==> src/logic/issue_pkg.sv <==
package issue_pkg;

	localparam int NUM_WARPS = 4;
	localparam int WARP_W = 2;
	localparam int NUM_REGS = 32;
	localparam int REG_W = 5;
	localparam int XLEN = 32;
	localparam int ALU_LAT = 3; // Issue cycle to wb_valid.
	localparam int LSU_LAT = 4; // Memory access time.
	localparam int DMEM_WORDS = 64;
	localparam int DMEM_AW = $clog2(DMEM_WORDS);
	localparam int LSU_CNT_W = $clog2(LSU_LAT + 1);
	localparam int OFF_W = 13; // Low field of the instruction word.

	localparam logic [3:0] OP_NOP = 4'h0;
	localparam logic [3:0] OP_ADD = 4'h1;
	localparam logic [3:0] OP_ADDI = 4'h2;
	localparam logic [3:0] OP_LW = 4'h3;
	localparam logic [3:0] OP_SW = 4'h4;

	typedef struct packed {
		logic [3:0] opcode;
		logic [REG_W-1:0] rd;
		logic [REG_W-1:0] rs1;
		logic [REG_W-1:0] rs2;
		logic signed [OFF_W-1:0] imm; // Added to rs1 by ADDI.
	} alu_view_t;

	typedef struct packed {
		logic [3:0] opcode;
		logic [REG_W-1:0] rd;
		logic [REG_W-1:0] rs1;
		logic [REG_W-1:0] rs2;
		logic signed [OFF_W-1:0] offset; // Word offset from rs1.
	} mem_view_t;

	typedef union packed {
		alu_view_t alu;
		mem_view_t mem;
	} instr_word_u;

endpackage

==> src/logic/writeback_mux.sv <==
`timescale 1ns/100ps

module writeback_mux (
	input logic clk,
	input logic reset,
	input logic alu_res_valid,
	input logic [issue_pkg::WARP_W-1:0] alu_res_warp,
	input logic [issue_pkg::REG_W-1:0] alu_res_rd,
	input logic [issue_pkg::XLEN-1:0] alu_res_data,
	input logic lsu_res_valid,
	input logic [issue_pkg::WARP_W-1:0] lsu_res_warp,
	input logic [issue_pkg::REG_W-1:0] lsu_res_rd,
	input logic [issue_pkg::XLEN-1:0] lsu_res_data,
	output logic lsu_res_ack,
	output logic wb_valid,
	output logic [issue_pkg::WARP_W-1:0] wb_warp,
	output logic [issue_pkg::REG_W-1:0] wb_rd,
	output logic [issue_pkg::XLEN-1:0] wb_data
);

	logic lsu_win;

	assign lsu_win = lsu_res_valid && !alu_res_valid; // ALU cannot stall, so it goes first.
	assign lsu_res_ack = lsu_win;

	always_ff @(posedge clk or posedge reset) begin
		if (reset) begin
			wb_valid <= 1'b0;
		end else begin
			// Loads into r0 retire here without a register write.
			wb_valid <= (alu_res_valid && (alu_res_rd != '0)) ||
				(lsu_win && (lsu_res_rd != '0));
		end
	end

	always_ff @(posedge clk) begin
		if (alu_res_valid) begin
			wb_warp <= alu_res_warp;
			wb_rd <= alu_res_rd;
			wb_data <= alu_res_data;
		end else begin
			wb_warp <= lsu_res_warp;
			wb_rd <= lsu_res_rd;
			wb_data <= lsu_res_data;
		end
	end

endmodule

==> config.mk <==
export PLATFORM = sky130hd
export DESIGN_NAME = writeback_mux
export DESIGN_NICKNAME = d
export VERILOG_FILES = /design/src/logic/issue_pkg.sv /design/src/logic/writeback_mux.sv
export SDC_FILE = /design/constraint.sdc
export NUM_CORES = 1
export LEC_CHECK = 0
export ABC_CLOCK_PERIOD_IN_PS = 800
export BUFFER_PORTS_ARGS = -buffer_cell sky130_fd_sc_hd__clkbuf_2
export CAP_MARGIN = 10
export CORE_ASPECT_RATIO = 1.4
export CORE_MARGIN = 2
export CORE_UTILIZATION = 38
export DETAILED_ROUTE_END_ITERATION = 8
export GPL_TIMING_DRIVEN = 0
export PLACE_DENSITY = 0.91
export RECOVER_POWER = 25
export SKIP_CTS_REPAIR_TIMING = 1
export SYNTH_ARGS = -nofsm -noshare
export SYNTH_HDL_FRONTEND = slang
export SYNTH_SLANG_ARGS = --single-unit
==> constraint.sdc <==
create_clock -name clk -period 0.8 [get_ports clk]
set_input_delay 0 -clock clk [delete_from_list [all_inputs] [get_ports clk]]
set_output_delay 0 -clock clk [all_outputs]
set_load 0.03 [all_outputs]
==> impl_results.md <==
- Status: finished with violations
- Failing checks: setup timing
- Max frequency: 1.24 GHz
- Final period utilization: 1.01
- DRT antenna net count: 0
- Vias per cell: 4.63
- Pins over their slew limit: 0
- Synthesized net count: 172
- Largest area contributor in the netlist: dfxtp_1
- DRC Markers: 0
- Mapped cell area: 0.00131 mm²
- Top-area cell type share of the netlist area: 0.595
- Worst slew pin tran: roughly 0.38 ns
- Total gr overflow: 0
- RSZ-0062 raised after global routing: yes
- CTS tree: yes
- CP max stage cell: dfrtp_1
- Top cells by area, synth: dfxtp_1, mux2_2, mux2_1, dfrtp_1, buf_2
- Final wirelength: 5910 µm
- Mean Syn Cell Area: 14.6 µm²
- Critical Path Source Type: flop
- Largest net degree at the start of global routing: 13
- Initial Utilization: 0.392
- CP top delay family: flip-flops
- GRT Resource Usage Total: 0.163
- CP Cell Sequence: buf_6
- Via count: 1578
- Crit path buf inv count: 1
- Area grow syn2layout: 128%
- Final setup vio count: 2
- Post-synthesis sequential area ratio: 0.615
- Die width: 53.6 µm
- Sink Count: 40
- Slew headroom: 0.751
- Hold WC Path Type: in2reg
- Max H-tree Level: 2
- Net count, final: 380
- Num rows: 25
- Clock tree buffer depth: 2
- Fillers: ~150
- Distinct cells, synth: 12
- Pwr/cell area: 1730 mW/mm²
- DR WL/cell: roughly 17 µm
- Post-place setup slack: -0.133 ns
- Synth Warn #: 0
- Worst-path clk slew: 0.08 ns
- Max_cap viols: 0
- #FFs+latches synth: 40
- Syn Inst Count: 90
- Worst setup EP type: output port
- Crit-path max FO: 1
- First-pass GRT wire length: 4600 µm
- Final worst slack: -0.00597 ns
- GPL Wtd Cong: approximately 0.67
- Die footprint: 0.00394 mm²
- Iteration-0 DRC count of the detailed router: 53
- Setup tns final: -0.00674 ns
- DPL Wire Length: 2860 µm
- VDD IR max: 1.91 mV
- Pre-antenna DRT Iters: 4
- CTS Root Cell: clkbuf_8
- Crit path largest cell delay: 0.38 ns
- Layout cells sized above 1: 0.562
- Cts bufs inserted: 5
- Req. time, crit path: 0.80 ns
- CORE AREA: 0.00335 mm²
- Die H: around 74 µm
- Setup CP Type: reg2out
- Ports: roughly 120
- Final Hold Viols: 0
- P_leak: 1.44 nW
- Vias in the first global route: approximately 1200
- Tmin final: 0.806 ns
- Initial antenna violation count: 1
- Critical Path AT: 0.81 ns
- Number of port buffers: 122
[Yosys cell counts (all sizes together)]
| cell type | number |
|---|---|
| buf | 4 |
| dfrtp | 1 |
| dfxtp | 39 |
| inv | 1 |
| mux2 | 39 |
| nand2 | 1 |
| nor2b | 1 |
| o21ai | 2 |
| or4 | 2 |
[where the power goes]
group          switching [mW]  leakage [nW]  internal, mW
sequential             0.0618         0.340          2.15
combinational           0.639          1.05         0.733
clock                   0.663        0.0552         0.926
total                    1.36          1.44          3.81
[metal layers]
metal,track usage,share of wire,vias up
met3,0.0467,0.041,16
met1,0.123,0.31,747
met5,0,0,-
met2,0.346,0.61,85
li1,-,-,730
met4,0.0684,0.038,0
[final cells by class]
type / instances / area, µm² / share of cell area
timing repair buffer: 201 / 1510 / 0.506
tap: 40 / 50.0 / 0.0168
clock buffer: 6 / 72.6 / 0.0243
antenna: 2 / 5.00 / 0.00168
multi-input combinational: 45 / 482 / 0.161
inverter: 1 / 3.75 / 0.00126
buffer: 4 / 20.0 / 0.00671
clock inverter: 2 / 35.0 / 0.0117
sequential: 40 / 807 / 0.270
[logic make-up (layout without fill, tap and decap cells)]
| kind of cell | Yosys count | after routing | share of synthesized area |
|---|---|---|---|
| buf+inv | 5 | 214 | 0.0181 |
| simple gates | 4 | 4 | 0.0219 |
| other cells | 0 | 2 | 0 |
| flops | 40 | 40 | 0.615 |
| mux | 39 | 39 | 0.335 |
| compound gates | 2 | 2 | 0.0105 |
[path summary, 6_finish.rpt]
kind / from / endpoint / depth (start not counted)
setup / recovery: wb_valid / wb_valid / 1
hold / removal: alu_res_rd[1] / wb_valid / 4
max in group asynchronous: reset / wb_valid / 3
min in group asynchronous: reset / wb_valid / 3
[sequential cells by signal, indices dropped and copies added (netlist names)]
register,count
wb_data,32
wb_rd,5
wb_warp,2
wb_valid,1
[through the flow]
stage | util | area [µm²] | power, mW | std cells | hold WS (ns)
4_1_cts | 0.621 | 2080 | 4.74 | 260 | -0.490
5_1_grt | 0.891 | 2980 | 5.37 | 340 | 0.0422
6_report | 0.892 | 2990 | 5.18 | 341 | 0.0539
2_1_floorplan | - | 1310 | 2.77 | 90 | -0.271
3_3_place_gp | 0.589 | 1970 | 3.13 | 252 | -0.182
3_5_place_dp | 0.589 | 1970 | 3.16 | 252 | -0.176
[cells in the final DEF, fill, tap and decap left out, types with 4 or more instances in the layout]
cell type	count
clkbuf_2	80
dlygate4sd3_1	79
dfxtp_1	38
mux2_2	34
buf_4	28
buf_2	7
mux2_1	5
clkbuf_8	5
buf_6	5
clkbuf_4	4
Note: power is estimated with default switching activity, not from simulation.
