`config.mk`:
```
export PLATFORM = sky130hd
export DESIGN_NAME = warp_scoreboard
export DESIGN_NICKNAME = d
export VERILOG_FILES = /design/src/logic/issue_pkg.sv /design/src/logic/warp_scoreboard.sv
export SDC_FILE = /design/constraint.sdc
export NUM_CORES = 1
export LEC_CHECK = 0
export BUFFER_PORTS_ARGS = -buffer_cell sky130_fd_sc_hd__buf_2
export CORE_ASPECT_RATIO = 0.6
export CORE_MARGIN = 3
export CORE_UTILIZATION = 40
export DETAILED_ROUTE_END_ITERATION = 8
export PLACE_DENSITY_LB_ADDON = 0.08
export SLEW_MARGIN = 20
export SYNTH_ARGS = -nofsm -noshare
export SYNTH_HDL_FRONTEND = slang
export SYNTH_SLANG_ARGS = --single-unit
```
`constraint.sdc`:
```
create_clock -name clk -period 6.8 [get_ports clk]
set_clock_uncertainty 0.05 [all_clocks]
set_input_delay 0.34 -clock clk [delete_from_list [all_inputs] [get_ports clk]]
set_output_delay 0.34 -clock clk [all_outputs]
set_load 0.01 [all_outputs]
```
`src/logic/issue_pkg.sv`:
```
package issue_pkg;

	localparam int NUM_WARPS = 4;
	localparam int WARP_W = 2;
	localparam int NUM_REGS = 32;
	localparam int REG_W = 5;
	localparam int XLEN = 32;
	localparam int ALU_LAT = 3; // Issue cycle to wb_valid.
	localparam int LSU_LAT = 4; // Memory access time.
	localparam int DMEM_WORDS = 64;
	localparam int DMEM_AW = $clog2(DMEM_WORDS);
	localparam int LSU_CNT_W = $clog2(LSU_LAT + 1);
	localparam int OFF_W = 13; // Low field of the instruction word.

	localparam logic [3:0] OP_NOP = 4'h0;
	localparam logic [3:0] OP_ADD = 4'h1;
	localparam logic [3:0] OP_ADDI = 4'h2;
	localparam logic [3:0] OP_LW = 4'h3;
	localparam logic [3:0] OP_SW = 4'h4;

	typedef struct packed {
		logic [3:0] opcode;
		logic [REG_W-1:0] rd;
		logic [REG_W-1:0] rs1;
		logic [REG_W-1:0] rs2;
		logic signed [OFF_W-1:0] imm; // Added to rs1 by ADDI.
	} alu_view_t;

	typedef struct packed {
		logic [3:0] opcode;
		logic [REG_W-1:0] rd;
		logic [REG_W-1:0] rs1;
		logic [REG_W-1:0] rs2;
		logic signed [OFF_W-1:0] offset; // Word offset from rs1.
	} mem_view_t;

	typedef union packed {
		alu_view_t alu;
		mem_view_t mem;
	} instr_word_u;

endpackage

```
`src/logic/warp_scoreboard.sv`:
```
`timescale 1ns/100ps

module warp_scoreboard (
	input logic clk,
	input logic reset,
	input logic [issue_pkg::WARP_W-1:0] chk_warp,
	input logic [issue_pkg::REG_W-1:0] chk_rs1,
	input logic [issue_pkg::REG_W-1:0] chk_rs2,
	input logic [issue_pkg::REG_W-1:0] chk_rd,
	input logic uses_rs2,
	input logic writes_rd,
	input logic issue_fire,
	input logic wb_valid,
	input logic [issue_pkg::WARP_W-1:0] wb_warp,
	input logic [issue_pkg::REG_W-1:0] wb_rd,
	output logic hazard
);

	import issue_pkg::*;

	logic [NUM_REGS-1:0] pending [NUM_WARPS]; // One bit per register with a write in flight.
	logic rs1_busy;
	logic rs2_busy;
	logic rd_busy;
	logic set_en;
	logic clr_en;

	assign rs1_busy = pending[chk_warp][chk_rs1] && (chk_rs1 != '0);
	assign rs2_busy = uses_rs2 && pending[chk_warp][chk_rs2] && (chk_rs2 != '0);

	// ALU results may pass a slow load, so an rd still owed is a hazard too.
	assign rd_busy = writes_rd && pending[chk_warp][chk_rd] && (chk_rd != '0);

	assign hazard = rs1_busy || rs2_busy || rd_busy;

	assign set_en = issue_fire && writes_rd && (chk_rd != '0);
	assign clr_en = wb_valid && (wb_rd != '0);

	always_ff @(posedge clk or posedge reset) begin
		if (reset) begin
			for (int w = 0; w < NUM_WARPS; w++) begin
				pending[w] <= '0;
			end
		end else begin
			if (clr_en) begin
				pending[wb_warp][wb_rd] <= 1'b0;
			end
			if (set_en) begin
				pending[chk_warp][chk_rd] <= 1'b1; // Set wins over a clear of the same bit.
			end
		end
	end

endmodule

```
==> metrics.yaml, run 1 <==
status: "finished clean"
setup_violations: 0
grt_util_met1_pct: 42.4
via_per_inst: 6.61
numPortBuffers: 30
reg_top3: "pending x128"
max_slew_margin_pct: 20.5
whs_path_depth: 4
cp-start-kind: "primary input"
synth.yosys.warnings: 0
synthesis.nets: 782
syn_area_um2: 7460
holdPathEnd: "pending[71]$_DFF_PP0_"
cts-htree-levels: 4
avgSynthCellArea_um2: 9.92
ant_nets: 0
hold_class: "primary input to flop"
num_rows: 38
min_from: "wb_rd[1]"
fp.dieW_um: 182
ys_types: 45
wire_per_inst_um: 26.4
dr.pass1.iters: 5
cts.sinks: 128
busiest_layer: "met1"
r2r_start: "pending[74]$_DFF_PP0_"
largest_register: "pending"
cap_viol_max_count: 0
worst-slew-pin-transition_ns: 1.19
vias: 6643
clockBufferDepth: 2
peakVddDrop_v: 0.000175
rsz0062_at_grt: "false"
tns_ns: 0
drv_slew: 0
yosysSeqAreaShare_pct: 42.9
grt_max_degree: 74
synth_edf_count: 0
whs_ns: 0.341
post_cts_buffers: 0
largest_register_ffs: 128
hold_violations: 0
ys.flop_type: "dfrtp_1"
nets: 784
place_congestion: 0.942
cp_max_fo: 39
ff2ff_setup_slack_ns: 5.95
critPathKind: "primary input to output pin"
finalWirelength_um: 26500
grt_pass1_vias: 6705
fmax_mhz: 252
die_area_um2: 20400
path_clk_slew_ns: 0.06
dp_hpwl_um: 17300
antenna_found_initial: 0
crit_required_ns: 6.41
reg2reg_to: "pending[74]$_DFF_PP0_"
cts_buffers: 17
diodes: 0
gr-total-overflow: 0
dieHeight_um: 112
syn2layout_area_growth_pct: 11.4
gr-usage-met2_pct: 34.9
period_share_pct: 58.3
root_buffer: "clkbuf_16"
syn-instance-count: 752
drtIter0Drc: 827
clk_latency_ns: 0.43
drive_above_1_share_pct: 17.1
cts.repair.resized: 0
r2r_cells: 2
grt_use_total_pct: 27.2
core_um2: 18200
drc_errors: 0
cp-end-kind: "output pin"
ys_seq_elements: 128
power.density_nw_per_um2: 247
async_reset_ff_share_pct: 100
initial_utilization_pct: 41.1
grt_pass1_wl_um: 41600
period_minus_slack_ns: 3.96
ctsHoldBuffers: 1
leakagePower_uw: 0.00335
cts_tree: "yes"
met3_usage_pct: 9.34
io_pins: 31
cp.arrival_ns: 3.57
==> layer usage <==
layer  vias to the layer above  routed length, um
li1                       2816                  -
met4                         0                558
met5                         -                  0
met1                      3374              12400
met2                       404              10600
met3                        49               3030
==> worst max-delay path by stage <==
| stage | end | start | cells past startpoint | slack, ns |
|---|---|---|---|---|
| 2_1_floorplan | pending[0]$_DFF_PP0_ | reset | 1 | 3.00 |
| 3_3_place_gp | hazard | chk_warp[0] | 10 | 2.83 |
| 3_5_place_dp | hazard | chk_warp[0] | 10 | 2.82 |
| 4_1_cts | hazard | chk_warp[0] | 10 | 2.82 |
| 5_1_grt | hazard | chk_warp[0] | 10 | 2.59 |
| 6_report | hazard | chk_warp[0] | 10 | 2.84 |
==> worst max-delay path, cell delays in order <==
cell and delay [ns]:
buf_4 0.44, buf_4 0.64, mux4_1 0.69, mux4_2 0.51
and3b_1 0.20, a31oi_1 0.16, o21ai_1 0.10, nor4_2 0.14
nand3_1 0.15, buf_2 0.17
==> synth_stat cells, drive strengths merged, types with 2 or more instances <==
cell type / instances / area [um2]
a211oi: 2 / 15.0
a21oi: 5 / 25.0
a22o: 3 / 26.3
a22oi: 8 / 60.1
a31oi: 2 / 12.5
and2: 2 / 12.5
and3: 8 / 50.1
and3b: 4 / 35.0
buf: 16 / 111
clkbuf: 44 / 165
dfrtp: 128 / 3200
inv: 3 / 11.3
mux2: 10 / 113
mux2i: 29 / 290
mux4: 50 / 1140
nand2: 74 / 278
nand2b: 13 / 81.3
nand3: 30 / 150
nand4: 2 / 12.5
nor2: 16 / 60.1
nor2b: 10 / 62.6
nor3: 5 / 25.0
nor3b: 7 / 52.6
nor4: 2 / 18.8
o211ai: 5 / 37.5
o21ai: 257 / 1290
o22ai: 4 / 25.0
or3: 3 / 18.8
==> power breakdown <==
part	total [uW]	switching (uW)	internal, uW
logic	293	179	113
clock network	898	336	562
registers	866	44.5	822
total	2060	559	1500
==> logic make-up (layout without fill, tap and decap cells) <==
group	after synthesis	after routing	share of synthesized area [%]
AND/OR/NAND/NOR	179	179	11.8
flip-flops	128	128	42.9
AO/OA/AOI/OAI	293	293	20.8
buffers and inverters	63	76	3.86
multiplexers	89	89	20.6
==> placed cells by master (no fill, tap or decap), types with 4 or more instances in the layout <==
| master | Yosys | routed |
|---|---|---|
| buf_4 | 3 | 13 |
| nor2b_1 | 10 | 10 |
| mux2_2 | 10 | 10 |
| buf_2 | 7 | 29 |
| nor3_1 | 5 | 5 |
| o22ai_1 | 4 | 4 |
| o21ai_0 | 255 | 255 |
| o211ai_1 | 5 | 5 |
| a21oi_1 | 5 | 5 |
| and3_1 | 8 | 8 |
| clkbuf_1 | 44 | 4 |
| nand3_1 | 30 | 29 |
| mux4_2 | 47 | 47 |
| nand2_1 | 74 | 74 |
| nand2b_1 | 13 | 11 |
| dfrtp_1 | 128 | 128 |
| nor2_1 | 16 | 16 |
| mux2i_1 | 29 | 29 |
| and3b_1 | 4 | 4 |
| nor3b_1 | 7 | 7 |
| a22oi_1 | 8 | 8 |
| clkbuf_16 | 0 | 17 |
==> layout make-up <==
class                           instances  area, um2
Inverter                                3       13.8
Tap cell                              240        300
Multi-Input combinational cell        561       3980
Clock inverter                          6       82.6
Timing Repair Buffer                   43        253
Sequential cell                       128       3200
Clock buffer                           24        482
Fill cell                            1682       9850
==> stage by stage <==
stage               setup slack (ns)  instance area, um2  instances  power (uW)  util [%]
floorplan                       3.00                7460        752        1060         -
global placement                2.83                7740        974        1160      42.6
detailed placement              2.82                7740        974        1160      42.6
CTS                             2.82                8320       1005        2070      45.8
global route                    2.59                8320       1005        2140      45.8
finish                          2.84                8320       1005        2060      45.8
Power figures use the tool's default switching activity.
==> run 2, diff against run 1 <==
Clock period 6.8 ns to 4 ns, I/O delays scaled along.
==> run 2 against run 1 <==
Flip-flop and latch count is the same. Via count grew 1.3%. Power grew 73%. Global-route usage grew 0.77 points. First-iteration DRC count shrank 6.4%. Die area is the same.
==> metrics.yaml, run 2 (synthesized netlist as in run 1, its figures left out) <==
status: "finished clean"
drtIter0Drc: 774
cts.sinks: 128
diodes: 0
nets: 797
finalWirelength_um: 27600
dieHeight_um: 112
dp.cells: 987
largest_register: "pending"
cts_buffers: 17
period_minus_slack_ns: 3.22
layout.cells.most_common_list: "255 x o21ai_0, 128 x dfrtp_1, 74 x nand2_1, 47 x mux4_2, 30 x nand3_1"
whs_ns: 0.201
dr.pass1.iters: 5
crit_required_ns: 3.75
num_rows: 38
vias: 6731
cp-start-kind: "primary input"
antenna_found_initial: 0
via_per_inst: 6.60
hold_class: "primary input to flop"
fin_ws_ns: 0.777
clk_latency_ns: 0.43
tns_ns: 0
cp_max_fo: 43
final_core_util_pct: 46.5
drc_errors: 0
fmax_mhz: 310
leakagePower_uw: 0.00342
final_common_cell: "o21ai_0"
largest_register_ffs: 128
path_clk_slew_ns: 0.06
rsz0062_at_grt: "false"
multiInputGateArea_um2: 3980
syn2layout_area_growth_pct: 13.3
critPathCapture: "hazard"
grt_pass1_vias: 6631
power.density_nw_per_um2: 421
critPathKind: "primary input to output pin"
hold_violations: 0
fillers: 1703
peakVddDrop_v: 0.000309
cts_tree: "yes"
dp_hpwl_um: 18900
numPortBuffers: 30
ff2ff_setup_slack_ns: 3.14
max_slew_margin_pct: 34.6
fp.dieW_um: 182
crit_chain: "buf_4, mux4_1, mux4_2, and3b_1, a31oi_1, o21ai_1, nor4_2, nand3_1, buf_2"
r2r_cells: 2
drv_slew: 0
core_um2: 18200
instances_no_fill: 1020
cp.arrival_ns: 2.97
cp-end-kind: "output pin"
clockBufferDepth: 2
period_share_pct: 80.6
grt_use_total_pct: 28.0
grt_pass1_wl_um: 42300
r2r_start: "pending[79]$_DFF_PP0_"
cpPeakStageDelay_ns: 0.70
setup_violations: 0
reg_top3: "pending x128"
root_buffer: "clkbuf_16"
ff_latch_area_um2: 3200
ant_nets: 0
ctsHoldBuffers: 1
worst-slew-pin-transition_ns: 0.977
die_area_um2: 20400
cap_viol_max_count: 0
cts-htree-levels: 4
initial_utilization_pct: 41.1
io_pins: 31
reg2reg_to: "pending[79]$_DFF_PP0_"
gr-total-overflow: 0
cpMaxStageDelayCell: "mux4_1"
cts.repair.resized: 0
post_cts_buffers: 0
grt_max_degree: 69
pre_cts_slack_ns: 0.773
critPathLaunch: "chk_warp[0]"
wire_per_inst_um: 27.1
place_congestion: 0.902
drive_above_1_share_pct: 19.1
[run 2: changes by cell type in the layout (fill, tap and decap cells not counted), sizes merged]
cell / previous run / this run
clkbuf: 24 / 18
clkinv: 3 / 4
clkinvlp: 1 / 4
inv: 3 / 7
buf: 42 / 55
[run 2: per-stage QoR]
step	power, uW	area [um2]
6_report	3560	8450
4_1_cts	3580	8450
3_3_place_gp	1980	7850
3_5_place_dp	1990	7850
2_1_floorplan	1800	7460
5_1_grt	3700	8450
[run 2: worst min-delay path by stage]
stage                     cells after the start                     end                  start
after global routing                          4  pending[107]$_DFF_PP0_               wb_rd[1]
final                                         4   pending[99]$_DFF_PP0_               wb_rd[1]
after floorplan                               3    pending[1]$_DFF_PP0_             wb_warp[1]
after global placement                        0   pending[32]$_DFF_PP0_  pending[32]$_DFF_PP0_
after CTS                                     4  pending[103]$_DFF_PP0_               wb_rd[1]
after detailed placement                      0   pending[32]$_DFF_PP0_  pending[32]$_DFF_PP0_
[run 2: critical path: cells and delay by family]
family / cells / cell delay [ns]
compound gates: 2 / 0.33
buf+inv: 2 / 0.74
mux: 2 / 1.21
simple gates: 3 / 0.47
[run 2: layer usage]
metal | part of all wire [%] | up-vias | track usage, %
met4 | 1.3 | 0 | 7.35
met3 | 11 | 33 | 9.08
met5 | 0 | - | 0
li1 | - | 2853 | -
met1 | 47 | 3459 | 44.0
met2 | 40 | 386 | 36.6
[run 2: final cells by class]
cell class / count / share of cell area (%)
clock inverters: 14 / 1.85
inverters: 3 / 0.163
repair buffers: 56 / 4.29
clock buffers: 18 / 5.20
multi-input cells: 561 / 47.1
flip-flops and latches: 128 / 37.9
well taps: 240 / 3.55
[run 2: power breakdown]
| group | total (uW) | internal, uW | switching (uW) |
|---|---|---|---|
| Combinational | 509 | 200 | 309 |
| Clock | 1580 | 941 | 638 |
| Sequential | 1470 | 1400 | 79.0 |
==> run 3, diff against run 2 <==
Clock period 4 ns to 2.7 ns, I/O delays scaled along.
==> run 3 against run 2 <==
The flow now finishes with violations (setup timing). Largest cell class unchanged. Highest routed layer unchanged. Setup slack worse by 1.0 ns. Clock power up 38%. Global-route usage down 0.24 points.
==> metrics.yaml, run 3 (synthesized netlist as in run 1, its figures left out) <==
place_congestion: 1.02
core_um2: 18200
pwr-share-clk_pct: 42.3
setup_violations: 1
cts-htree-levels: 4
dr.pass1.iters: 5
fmax_mhz: 339
holdPathEnd: "pending[103]$_DFF_PP0_"
numPortBuffers: 30
cp.arrival_ns: 2.77
grt_use_total_pct: 27.8
hold_class: "primary input to flop"
drv_slew: 0
peakVddDrop_v: 0.000429
netSwitchingPower_uw: 1440
clk_latency_ns: 0.42
largest_register: "pending"
place_area_um2: 8020
grt_max_degree: 129
root_buffer: "clkbuf_16"
vias: 6825
cp_max_fo: 2
leakagePower_uw: 0.00352
final_common_cell: "o21ai_0"
rsz0062_at_grt: "true"
dp_hpwl_um: 18800
layout.cells.most_common_list: "255 x o21ai_0, 128 x dfrtp_1, 74 x nand2_1, 48 x mux4_2, 40 x buf_4"
cts_tree: "yes"
cts_buffers: 17
antenna_found_initial: 0
worst-slew-pin-transition_ns: 0.899
min_from: "wb_rd[1]"
drc_errors: 0
whs_path_depth: 4
p_seq_share_pct: 42.3
reg_top3: "pending x128"
critPathKind: "flop to output pin"
max_slew_margin_pct: 40.0
io_pins: 31
diodes: 0
drtIter0Drc: 1033
syn2layout_area_growth_pct: 15.1
grt_pass1_vias: 6787
nets: 816
dieHeight_um: 112
switching_share_pct: 27.9
grt_pass1_wl_um: 42500
cp-end-kind: "output pin"
finalWirelength_um: 27400
initial_utilization_pct: 41.1
r2r_start: "pending[28]$_DFF_PP0_"
period_share_pct: 109
crit_required_ns: 2.52
ant_nets: 0
num_rows: 38
period_minus_slack_ns: 2.95
drive_above_1_share_pct: 20.6
hold_violations: 0
cap_viol_max_count: 0
path_clk_slew_ns: 0.06
via_per_inst: 6.58
r2r_cells: 3
cts.sinks: 128
wire_per_inst_um: 26.4
largest_register_ffs: 128
power.density_nw_per_um2: 601
clockBufferDepth: 2
design_area_um2: 8590
status: "finished with violations"
whs_ns: 0.124
ff2ff_setup_slack_ns: 1.83
fin_ws_ns: -0.252
pwr-share-comb_pct: 15.3
cp-start-kind: "flop"
fp.dieW_um: 182
gr-total-overflow: 0
reg2reg_to: "pending[28]$_DFF_PP0_"
p_int_uw: 3720
tns_ns: -0.252
die_area_um2: 20400
violations: "setup timing"
## run 3: cell count changes in the layout (fill, tap and decap cells not counted)
cell        change
clkinv_4        -3
clkbuf_1        +4
inv_6           -4
clkinvlp_4      -3
buf_12          +4
clkinv_2        +5
mux4_2          +1
bufinv_16       -1
inv_4           -1
buf_4          +15
mux4_1          -1
clkbuf_8        +2
## run 3: how the worst max path moves through the flow
| stage | cells after the start | endpoint | from | slack (ns) |
|---|---|---|---|---|
| after detailed placement | 9 | hazard | chk_warp[0] | 0.05 |
| after floorplan | 7 | hazard | pending[93]$_DFF_PP0_ | 0.55 |
| after CTS | 8 | hazard | pending[28]$_DFF_PP0_ | -0.25 |
| final | 8 | hazard | pending[28]$_DFF_PP0_ | -0.25 |
| after global placement | 9 | hazard | chk_warp[0] | 0.04 |
| after global routing | 8 | hazard | pending[24]$_DFF_PP0_ | -0.32 |
## run 3: through the flow
stage | instances | util (%) | power [uW] | worst slack [ns]
2_1_floorplan | 752 | - | 2670 | 0.545
3_3_place_gp | 1003 | 44.2 | 2960 | 0.0350
3_5_place_dp | 1003 | 44.2 | 2970 | 0.0452
4_1_cts | 1036 | 47.2 | 5150 | -0.250
5_1_grt | 1038 | 47.3 | 5360 | -0.317
6_report | 1038 | 47.3 | 5160 | -0.252
## run 3: repair_timing
item,in CTS,in global routing
setup buffers,1,2
pin swaps,1,1
resized for setup,1,0
hold endpoints to repair,128,0
endpoints found under the setup margin,1,1
hold buffers,1,0
## run 3: worst max-delay path: stages (launching register included)
cell and delay [ns]:
dfrtp_1 0.40, mux4_2 0.54, mux4_2 0.50, and3b_1 0.19, a31oi_1 0.17, o21ai_1 0.10
nor4_2 0.13, nand3_1 0.14, buf_2 0.17
## run 3: final cells by class
type / count / area (um2)
Clock inverter: 7 / 60.1
Tap cell: 240 / 300
Sequential cell: 128 / 3200
Inverter: 3 / 15.0
Timing Repair Buffer: 75 / 556
Clock buffer: 24 / 482
Multi-Input combinational cell: 561 / 3970
Fill cell: 1708 / 9570
## run 3: power groups by stage
stage               combinational [uW]  clock (uW)  sequential, uW
floorplan                          507           0            2160
global placement                   752           0            2210
detailed placement                 768           0            2210
CTS                                774        2200            2180
global route                       860        2300            2200
finish                             792        2180            2180
## run 3: routing by layer
metal / track usage, % / part of all wire (%) / up-vias
met1: 44.0 / 46 / 3459
met3: 9.79 / 13 / 39
met4: 6.24 / 1.5 / 0
met2: 35.8 / 40 / 448
met5: 0 / 0 / -
li1: - / - / 2879
