File: src/logic/issue_pkg.sv
package issue_pkg;

	localparam int NUM_WARPS = 4;
	localparam int WARP_W = 2;
	localparam int NUM_REGS = 32;
	localparam int REG_W = 5;
	localparam int XLEN = 32;
	localparam int ALU_LAT = 3; // Issue cycle to wb_valid.
	localparam int LSU_LAT = 4; // Memory access time.
	localparam int DMEM_WORDS = 64;
	localparam int DMEM_AW = $clog2(DMEM_WORDS);
	localparam int LSU_CNT_W = $clog2(LSU_LAT + 1);
	localparam int OFF_W = 13; // Low field of the instruction word.

	localparam logic [3:0] OP_NOP = 4'h0;
	localparam logic [3:0] OP_ADD = 4'h1;
	localparam logic [3:0] OP_ADDI = 4'h2;
	localparam logic [3:0] OP_LW = 4'h3;
	localparam logic [3:0] OP_SW = 4'h4;

	typedef struct packed {
		logic [3:0] opcode;
		logic [REG_W-1:0] rd;
		logic [REG_W-1:0] rs1;
		logic [REG_W-1:0] rs2;
		logic signed [OFF_W-1:0] imm; // Added to rs1 by ADDI.
	} alu_view_t;

	typedef struct packed {
		logic [3:0] opcode;
		logic [REG_W-1:0] rd;
		logic [REG_W-1:0] rs1;
		logic [REG_W-1:0] rs2;
		logic signed [OFF_W-1:0] offset; // Word offset from rs1.
	} mem_view_t;

	typedef union packed {
		alu_view_t alu;
		mem_view_t mem;
	} instr_word_u;

endpackage

File: src/logic/alu_pipe.sv
`timescale 1ns/100ps

module alu_pipe (
	input logic clk,
	input logic reset,
	input logic in_valid,
	input logic [issue_pkg::WARP_W-1:0] in_warp,
	input logic [issue_pkg::REG_W-1:0] in_rd,
	input logic [issue_pkg::XLEN-1:0] in_a,
	input logic [issue_pkg::XLEN-1:0] in_b,
	output logic res_valid,
	output logic [issue_pkg::WARP_W-1:0] res_warp,
	output logic [issue_pkg::REG_W-1:0] res_rd,
	output logic [issue_pkg::XLEN-1:0] res_data
);

	import issue_pkg::*;

	// The writeback register is the last of the ALU_LAT stages.
	logic [ALU_LAT-2:0] valid_sr;
	logic [WARP_W-1:0] warp_sr [ALU_LAT-1];
	logic [REG_W-1:0] rd_sr [ALU_LAT-1];
	logic [XLEN-1:0] data_sr [ALU_LAT-1];

	always_ff @(posedge clk or posedge reset) begin
		if (reset) begin
			valid_sr <= '0;
		end else begin
			valid_sr[0] <= in_valid;
			for (int i = 1; i < ALU_LAT - 1; i++) begin
				valid_sr[i] <= valid_sr[i-1];
			end
		end
	end

	always_ff @(posedge clk) begin
		warp_sr[0] <= in_warp;
		rd_sr[0] <= in_rd;
		data_sr[0] <= in_a + in_b; // Sum is formed in the first stage.
		for (int i = 1; i < ALU_LAT - 1; i++) begin
			warp_sr[i] <= warp_sr[i-1];
			rd_sr[i] <= rd_sr[i-1];
			data_sr[i] <= data_sr[i-1];
		end
	end

	assign res_valid = valid_sr[ALU_LAT-2];
	assign res_warp = warp_sr[ALU_LAT-2];
	assign res_rd = rd_sr[ALU_LAT-2];
	assign res_data = data_sr[ALU_LAT-2];

endmodule

File: config.mk
export PLATFORM = sky130hd
export DESIGN_NAME = alu_pipe
export DESIGN_NICKNAME = d
export VERILOG_FILES = /design/src/logic/issue_pkg.sv /design/src/logic/alu_pipe.sv
export SDC_FILE = /design/constraint.sdc
export NUM_CORES = 1
export LEC_CHECK = 0
export ABC_AREA = 1
export BUFFER_PORTS_ARGS = -buffer_cell sky130_fd_sc_hd__buf_2
export CAP_MARGIN = 20
export CORE_ASPECT_RATIO = 0.8
export CORE_UTILIZATION = 53
export CTS_CLUSTER_SIZE = 8
export DETAILED_ROUTE_END_ITERATION = 10
export GPL_ROUTABILITY_DRIVEN = 0
export PLACE_DENSITY = 0.87
export REMOVE_ABC_BUFFERS = 1
export SLEW_MARGIN = 15
export SYNTH_ARGS = -nofsm -noshare
export SYNTH_HDL_FRONTEND = slang
export SYNTH_SLANG_ARGS = --single-unit
File: constraint.sdc
create_clock -name clk -period 0.8 [get_ports clk]
set_input_delay 0.16 -clock clk [delete_from_list [all_inputs] [get_ports clk]]
set_output_delay 0.16 -clock clk [all_outputs]
set_load 0.01 [all_outputs]
==> results of run 1 <==
-- kinds of logic after synthesis --
family | synth area share
AND/OR/NAND/NOR | 0.300
buffers and inverters | 0.167
flip-flops | 0.375
adder cells (fa/ha/maj) | 0.0950
AO/OA/AOI/OAI | 0.0294
XOR/XNOR | 0.0326
-- through the flow --
| step | instance area, sq um | util | cells | TNS, ns | hold WS [ns] |
|---|---|---|---|---|---|
| 2_1_floorplan | 4000 | - | 575 | -15.58 | -0.0988 |
| 3_3_place_gp | 5040 | 0.663 | 839 | -22.16 | 0.00716 |
| 3_5_place_dp | 5040 | 0.663 | 839 | -23.48 | 0.0125 |
| 4_1_cts | 6190 | 0.815 | 872 | -14.85 | 0.0818 |
-- routing by layer --
layer	track usage	overflow
met2	0.896	16
met1	0.666	0
met5	0.141	0
met4	0.709	6
met3	0.489	2
-- timing repair --
item                                    CTS
resized for setup                       154
hold buffers                             10
endpoints found under the setup margin   70
setup buffers                             9
pin swaps                                50
hold endpoints to repair                 11
==> flow_summary.ini, run 1 <==
[status]
status = did not finish
stop_stage = global routing
error = [ERROR GRT-0232] Routing congestion too high. Check the congestion heatmap in the GUI.

[synthesis]
synth_area_leader_cell = dfxtp_1
synth_top_area_share = 0.364
synth_cells = 614
yosysUniqueCellTypes = 23
synth_area_leaders = dfxtp_1 (36%), nand2_1 (19%), inv_1 (9.6%)
synth_common_cells = nand2_1 (221), inv_1 (110), dfxtp_1 (78), buf_4 (39), nor2_1 (38)
yosys_warnings = 0
ys_ff_latch = 80
syn-cell-area_sq_um = 4290
postSynth.asyncResetShare = 0.0250
synth.avg_cell_area_sq_um = 6.99
yosysMostFrequentCell = nand2_1
synthFlopType = dfxtp_1
synth-edff-count = 0
ys_seq_area_frac = 0.375

[floorplanning]
ios = 114
start_util = 0.565
rows = 28
die_y_um = 82.5
die_w_um = 103

[clock_tree]
root_buffer = clkbuf_8
htreeDepth = 3
cts_max_path_buffers = 2
cts_buffers = 9
clock_sinks = 80

[place]
place.port_buffers = 113
place_hpwl_mm = 8.44
dpl_worst_slack_ns = -0.962

[grt]
grt_start_max_net_pins = 17
grt-ovfl-total = 24
grt_usage = 0.681

[sta]
worstEndpointGrtRepair = data_sr[0][30]$_DFF_P_/D
worst-ep-kind = sequential cell input
==> run 2, diff against run 1 <==
- CORE_ASPECT_RATIO: 0.8 -> default
- CORE_UTILIZATION: 53 -> 40
- CTS_CLUSTER_SIZE: 8 -> default
- PLACE_DENSITY: 0.87 -> default
- PLACE_DENSITY_LB_ADDON: default -> 0.15
==> run 2 against run 1 <==
Effect of this change:
- the flow now finishes, with violations (setup timing)
- synthesized cell count did not move
- synthesized area did not move
==> flow_summary.ini, run 2 <==
[floorplanning]
die-area_sq_um = 11200
die_w_um = 106
start_util = 0.414
rows = 37
coreArea_sq_um = 10400
ios = 114
die_y_um = 106

[clock_tree]
worstSkewPairLatency_ns = 0.37
cts.reportedPaths.clkPinSlew_ns = 0.09
clock_sinks = 80
cts_max_path_buffers = 2
cts_tree = built
cts_buffers = 9
htreeDepth = 3
root_buffer = clkbuf_8

[synthesis]
synth.avg_cell_area_sq_um = 6.99
ys_ff_latch = 80
synth_top_area_share = 0.364
yosysUniqueCellTypes = 23
yosys_warnings = 0
postSynth.asyncResetShare = 0.0250
synth-edff-count = 0
synth_cells = 614
synthFlopType = dfxtp_1
syn-cell-area_sq_um = 4290
synth_area_leaders = dfxtp_1 (36%), nand2_1 (19%), inv_1 (9.6%)
ys_seq_area_frac = 0.375
yosysMostFrequentCell = nand2_1
synth_area_leader_cell = dfxtp_1
synth_common_cells = nand2_1 (221), inv_1 (110), dfxtp_1 (78), buf_4 (39), nor2_1 (38)

[route]
via_count = 4138
drt_iter0_markers = 179
drt-total-wl_mm = 11.9
drc = 0
wl_met1_mm = 4.97
highest-signal-layer = met4
dr_wl_met3_um = 608
wl_met2_mm = 6.03
final_antenna_net_count = 0
firstDrtPassIters = 4
viasPerCell = 4.50
wl_per_cell_um = 12.9

[setup_path]
crit_top_cell = buf_4
critPathKind = in -> reg
max_stage_delay_ns = 0.43
worstPathBufferInverterCount = 4
cp_max_fo = 2
critical_path.top_delay_family = adder cells
crit_arrival_ns = 1.54
worst_setup_path_end_kind = register
crit_required_ns = 1.07
critPathLaunchType = primary input
crit_chain = buf_8 > ha_4 > fa_2 > nand3_2 > nand3_2 > buf_4 > buf_4 > buf_4 > xor2_1
cp_slowest_cell = fa_2

[sta]
finalCritPeriodShare = 1.59
setup_viol_count_final = 69
fmax_mhz = 789
slew_headroom = 0.814
layout_setup_ws_ns = -0.468
hold_viol = 0
finalCriticalPeriod_ns = 1.27
skew_ns = 0.0108
maxSlewViolCount = 0
fin_tns_setup_ns = -15.66
rsz0062_at_grt = yes
hold_ws_ns = 0.0933
worst_pin_slew_ns = 0.278

[min_path]
hold_class = in -> reg

[grt]
grt_pass1_wl_mm = 18.1
grt_usage = 0.206
grt_start_max_net_pins = 15
grt_pass1_vias = 4063
antenna_found_initial = 0
grt-ovfl-total = 0

[final_layout]
nFillCells = 888
largest_reg_flops = 64
final_common_cell = nand2_1
top_register = data_sr
reg_top3 = data_sr x64, rd_sr x10, warp_sr x4
nets = 883
areaGrowthSynthToFinish_pct = 56.8
most-common-layout-cells = nand2_1 (149), inv_1 (102), buf_2 (88)
drive_gt1_frac = 0.504
instances_no_fill = 919

[place]
place_hpwl_mm = 8.05
place.port_buffers = 113
placed_cells_incl_taps = 874

[power_and_ir_drop]
leakagePower_nw = 3.60
power_density_nw_per_um2 = 1770
ir_drop_uv = 1420
p_total_w = 0.0119

[status]
status = finished, violations left
violations = setup timing

[flow_run]
cap_violations = 0
run 2: metal layers:
metal,up-vias,global-route usage
li1,2125,-
met1,1883,0.242
met2,105,0.357
met3,25,0.0631
met4,0,0.0694
met5,-,0
run 2: worst paths after layout:
check	startpoint	end	slack, ns	depth (start not counted)
hold reg to reg	data_sr[0][29]	data_sr[0][61]	0.33	0
min in group asynchronous	reset	valid_sr[1]	0.19	3
max in group asynchronous	reset	valid_sr[0]	0.51	3
setup / recovery	in_b[0]	data_sr[0][4]	-0.47	9
hold / removal	in_a[31]	data_sr[0][31]	0.09	4
setup reg to reg	valid_sr[0]	valid_sr[1]	0.33	0
run 2: logic make-up (layout without fill, tap and decap cells):
family,after synthesis,after routing,share of synthesized area
compound gates,23,23,0.0294
other cells,0,1,0
flops,80,80,0.375
fa+ha+maj,32,32,0.0950
buf+inv,152,320,0.167
simple gates,311,311,0.300
xor+xnor,16,16,0.0326
run 2: final cells by class:
| cell class | count | area, sq um | area share |
|---|---|---|---|
| clock buffers | 13 | 169 | 0.0251 |
| flip-flops and latches | 80 | 1630 | 0.242 |
| well taps | 136 | 170 | 0.0253 |
| clock inverters | 3 | 22.5 | 0.00335 |
| multi-input cells | 382 | 2910 | 0.432 |
| inverters | 113 | 424 | 0.0630 |
| diodes | 1 | 2.50 | 0.000372 |
| repair buffers | 191 | 1400 | 0.209 |
run 2: repair_timing:
action	CTS	global route
resized for setup	127	139
endpoints found under the hold margin	11	0
pin swaps	32	77
buffers inserted	7	14
hold buffers	10	0
setup endpoints to repair	70	70
run 2: report_power, final:
part / switching (W) / total [W] / internal [W] / leakage, nW
Sequential: 0.000206 / 0.00491 / 0.00471 / 0.682
Combinational: 0.00208 / 0.00410 / 0.00203 / 2.82
Clock: 0.00152 / 0.00292 / 0.00140 / 0.100
run 2: metrics by stage:
stage	setup WS, ns	util	instance area (sq um)
2_1_floorplan	-0.763	-	4000
5_1_grt	-0.531	0.649	6730
3_3_place_gp	-0.932	0.493	5110
4_1_cts	-0.417	0.589	6100
6_report	-0.468	0.649	6730
3_5_place_dp	-0.962	0.493	5110
Power figures use the tool's default switching activity.
==> run 3, diff against run 2 <==
- clock period: 0.8 -> 1.6 ns (I/O delays scaled with it)
==> run 3 against run 2 <==
Effect of this change:
- the run now ends clean
- wire length is 19% lower
- global-route usage fell by 2.0 points
- sequential share of layout area increased by 6.2 points
- total power down 56%
- core utilization decreased by 14 points
- die area stayed put
- final area decreased by 21%
- critical endpoint is now data_sr[0][28]
- largest cell class unchanged
==> flow_summary.ini, run 3 (same netlist as run 2, synthesis figures left out) <==
[route]
firstDrtPassIters = 5
final_antenna_net_count = 0
wl_per_cell_um = 10.8
drt-total-wl_mm = 9.57
drt_iter0_markers = 164
viasPerCell = 4.30
via_count = 3824
drc = 0

[final_layout]
areaGrowthSynthToFinish_pct = 23.3
most-common-layout-cells = nand2_1 (221), buf_2 (113), inv_1 (110)
drive_gt1_frac = 0.271
diodes = 0
largest_reg_flops = 64
nets = 854
final_common_cell = nand2_1
fin_area_sq_um = 5290
final_core_util = 0.510
top_register = data_sr
instances_no_fill = 889
reg_top3 = data_sr x64, rd_sr x10, warp_sr x4

[sta]
rsz0062_at_grt = no
hold_ws_ns = 0.0491
skew_ns = 0.0135
finalCritPeriodShare = 0.923
fin_tns_setup_ns = 0
slew_headroom = 0.806
worst_pin_slew_ns = 0.289
maxSlewViolCount = 0
setup_viol_count_final = 0
fmax_mhz = 677
finalCriticalPeriod_ns = 1.48
hold_viol = 0

[setup_path]
crit_required_ns = 1.87
cp_max_fo = 4
critical_path.top_delay_family = simple AND/OR/NAND/NOR gates
rr_startpoint = valid_sr[0]
crit_arrival_ns = 1.75
worstSetupStartpoint = in_a[0]
crit_chain = buf_2 > ha_2 > fa_2 > nand3_1 > nand3_2 > nand2_1 > nand2_2 > nand2_1 > nand2_2 > nand2_1 > nand2_1 > nand2_1 > nand2_1
max_stage_delay_ns = 0.39
crit_top_cell = nand2_1
critPathKind = in -> reg
worst_setup_path_end_kind = register
critPathLaunchType = primary input
cp_slowest_cell = fa_2
worstPathBufferInverterCount = 1

[clock_tree]
cts_tree = built
worstSkewPairLatency_ns = 0.37
cts_max_path_buffers = 2
cts_buffers = 9
htreeDepth = 3
post_cts_buffers = 0
cts.reportedPaths.clkPinSlew_ns = 0.08
root_buffer = clkbuf_8
clock_sinks = 80

[grt]
grt_start_max_net_pins = 14
grt_pass1_wl_mm = 16.1
antenna_found_initial = 0
grt_usage = 0.186
grt_pass1_vias = 3734
grt-ovfl-total = 0

[flow_run]
cap_violations = 0

[power_and_ir_drop]
ir_drop_uv = 683
switching_share = 0.308
p_int_w = 0.00362
comb_power_share = 0.266
power_density_nw_per_um2 = 986
leakagePower_nw = 3.18
pwr-share-clk = 0.270
power_switching_w = 0.00161
sequentialPowerShare = 0.464

[place]
placed_cells_incl_taps = 872
place.port_buffers = 113
place_hpwl_mm = 7.97
dpl-instance-area_sq_um = 5100

[floorplanning]
die_w_um = 106
ios = 114
rows = 37
start_util = 0.414
die_y_um = 106
coreArea_sq_um = 10400
die-area_sq_um = 11200

[min_path]
min_from = in_rd[4]
hold_class = in -> reg

[status]
status = finished clean
-- run 3: cell count changes in the layout (fill, tap and decap cells not counted), sizes merged --
cell	before	now
dlygate4sd3	10	1
buf	181	161
diode	1	0
-- run 3: final cells by class --
class,count,area (sq um)
fill,1077,5080
multi-input combinational,382,1970
sequential,80,1610
timing repair buffer,162,936
inverter,113,424
tap,136,170
clock buffer,13,159
clock inverter,3,22.5
-- run 3: worst paths after layout --
| check | slack (ns) | to | depth (start not counted) |
|---|---|---|---|
| max in group asynchronous | 1.16 | valid_sr[1] | 3 |
| hold / removal | 0.05 | rd_sr[0][4] | 1 |
| min in group asynchronous | 0.33 | valid_sr[0] | 3 |
| hold reg to reg | 0.33 | data_sr[0][33] | 0 |
| setup / recovery | 0.12 | data_sr[0][28] | 13 |
| setup reg to reg | 1.12 | valid_sr[1] | 0 |
-- run 3: repair_timing --
item / CTS / global route
gates resized for setup: 0 / 2
setup endpoints to repair: 0 / 4
hold endpoints to repair: 2 / 0
hold buffers: 1 / 0
-- run 3: routing by layer --
metal	global-route usage	up-vias	wire, um
met3	0.0501	18	465
met1	0.224	1654	4500
met5	0	-	0
met2	0.307	88	4380
met4	0.0913	0	219
li1	-	2064	-
-- run 3: metrics by stage --
| step | setup slack, ns | power, W |
|---|---|---|
| final | 0.124 | 0.00522 |
| after detailed placement | -0.329 | 0.00386 |
| after global routing | 0.00237 | 0.00556 |
| after global placement | -0.293 | 0.00384 |
| after floorplan | -0.123 | 0.00322 |
| after CTS | 0.0643 | 0.00529 |
-- run 3: power groups by stage --
stage	combinational, W	sequential, W	clock (W)
floorplan	0.000679	0.00254	0
global placement	0.00138	0.00246	0
detailed placement	0.00139	0.00247	0
CTS	0.00140	0.00243	0.00147
global route	0.00156	0.00246	0.00154
finish	0.00139	0.00242	0.00141
==> run 4, diff against run 3 <==
- CELL_PAD_IN_SITES_DETAIL_PLACEMENT: default -> 0
- CELL_PAD_IN_SITES_GLOBAL_PLACEMENT: default -> 1
- HOLD_SLACK_MARGIN: default -> 0.05
==> run 4 against run 3 <==
Effect of this change:
- clock power up 9.9%
- via count down 2.2%
- final area up 0.83%
- final cell count unchanged
- worst setup slack worse by 0.019 ns
- sequential cell count unchanged
- highest routed layer unchanged
- hold slack better by 0.030 ns
- non-clock buffer count unchanged
- critical path depth down 1
- first-iteration DRC count down 34%
- largest cell class unchanged
- register-to-register slack about the same
==> flow_summary.ini, run 4 (same netlist as run 2, synthesis figures left out) <==
[power_and_ir_drop]
ir_drop_uv = 682
sequentialPowerShare = 0.452
leakagePower_nw = 3.19
power_density_nw_per_um2 = 1000
pwr-share-clk = 0.290
comb_power_share = 0.257
p_int_w = 0.00370
power_switching_w = 0.00165
switching_share = 0.308
p_total_w = 0.00535

[grt]
grt_start_max_net_pins = 17
grt_pass1_vias = 3704
grt_pass1_wl_mm = 16.1
grt_usage = 0.182
antenna_found_initial = 0
grt-ovfl-total = 0

[min_path]
min_to = warp_sr[0][0]
hold_class = in -> reg
hold_depth = 1
min_from = in_warp[0]

[setup_path]
ff2ff_setup_slack_ns = 1.13
r2r_end = valid_sr[1]
crit_arrival_ns = 1.75
reg2reg_depth = 0
cp_slowest_cell = fa_2
max_stage_delay_ns = 0.39
worst_setup_path_end_kind = register
cp_max_fo = 3
critPathLaunchType = primary input
crit_top_cell = nand2_1
rr_startpoint = valid_sr[0]
critical_path.top_delay_family = simple AND/OR/NAND/NOR gates
crit_required_ns = 1.85
worstPathBufferInverterCount = 2
critPathKind = in -> reg
crit_chain = buf_2 > ha_2 > fa_2 > buf_4 > nand2_1 > nand3_2 > nand2_1 > nand2_2 > nand2_1 > nand2_1 > nand2_1 > nand2_1

[final_layout]
most-common-layout-cells = nand2_1 (219), buf_2 (113), inv_1 (110)
regArea_sq_um = 1610
final_common_cell = nand2_1
areaGrowthSynthToFinish_pct = 24.3
final_core_util = 0.515
nets = 854
drive_gt1_frac = 0.274
fin_area_sq_um = 5340
reg_top3 = data_sr x64, rd_sr x10, warp_sr x4
instances_no_fill = 889
diodes = 0
multi_input_comb_area_sq_um = 1980
nFillCells = 1090
largest_reg_flops = 64
top_register = data_sr

[floorplanning]
ios = 114
start_util = 0.414
die-area_sq_um = 11200
coreArea_sq_um = 10400
die_w_um = 106
rows = 37
die_y_um = 106

[clock_tree]
cts_max_path_buffers = 2
root_buffer = clkbuf_8
worstSkewPairLatency_ns = 0.35
clock_sinks = 80
htreeDepth = 3
cts.reportedPaths.clkPinSlew_ns = 0.09
cts_buffers = 9
post_cts_buffers = 0
cts_tree = built

[place]
place_hpwl_mm = 7.82
dpl-instance-area_sq_um = 5070
placed_cells_incl_taps = 869
place.port_buffers = 113

[sta]
slew_headroom = 0.789
fmax_mhz = 669
setup_viol_count_final = 0
maxSlewViolCount = 0
finalCriticalPeriod_ns = 1.50
finalCritPeriodShare = 0.934
worst_pin_slew_ns = 0.314
skew_ns = 0.0128
hold_ws_ns = 0.0787
hold_viol = 0
rsz0062_at_grt = no

[status]
status = finished clean

[route]
firstDrtPassIters = 4
via_count = 3740
drt-total-wl_mm = 9.27
drt_iter0_markers = 108
drc = 0
viasPerCell = 4.21
final_antenna_net_count = 0
wl_per_cell_um = 10.4

[flow_run]
cap_violations = 0
[run 4: power by group through the flow]
stage | clock [W] | combinational, W | sequential (W)
after floorplan | 0 | 0.000679 | 0.00254
after global placement | 0 | 0.00137 | 0.00246
after detailed placement | 0 | 0.00137 | 0.00246
after CTS | 0.00161 | 0.00138 | 0.00242
after global routing | 0.00169 | 0.00156 | 0.00246
final | 0.00155 | 0.00137 | 0.00242
[run 4: layer usage]
layer	global-route usage	wire length (um)
met2	0.300	4070
met4	0.0665	182
met1	0.236	4630
met3	0.0328	380
met5	0	0
[run 4: cell type report]
type,instances,area share
inverters,113,0.0795
flip-flops and latches,80,0.302
well taps,136,0.0319
multi-input cells,382,0.371
repair buffers,162,0.177
clock buffers,9,0.0232
clock inverters,7,0.0157
[run 4: worst max path at each step]
stage / endpoint / cells past startpoint / from / slack [ns]
2_1_floorplan: data_sr[0][28] / 12 / in_a[0] / -0.12
3_3_place_gp: data_sr[0][28] / 13 / in_a[0] / -0.31
3_5_place_dp: data_sr[0][20] / 13 / in_a[0] / -0.34
4_1_cts: data_sr[0][20] / 13 / in_a[0] / 0.04
5_1_grt: data_sr[0][28] / 13 / in_a[0] / 0.01
6_report: data_sr[0][30] / 12 / in_a[0] / 0.10
[run 4: through the flow]
stage,TNS [ns],worst slack [ns]
2_1_floorplan,-0.376,-0.123
3_3_place_gp,-3.88,-0.307
3_5_place_dp,-4.12,-0.336
4_1_cts,0,0.0402
5_1_grt,0,0.0122
6_report,0,0.105
[run 4: timing repair]
item,CTS,global route
resized for setup,0,5
endpoints found under the hold margin,2,3
setup endpoints to repair,0,4
hold buffers,1,3
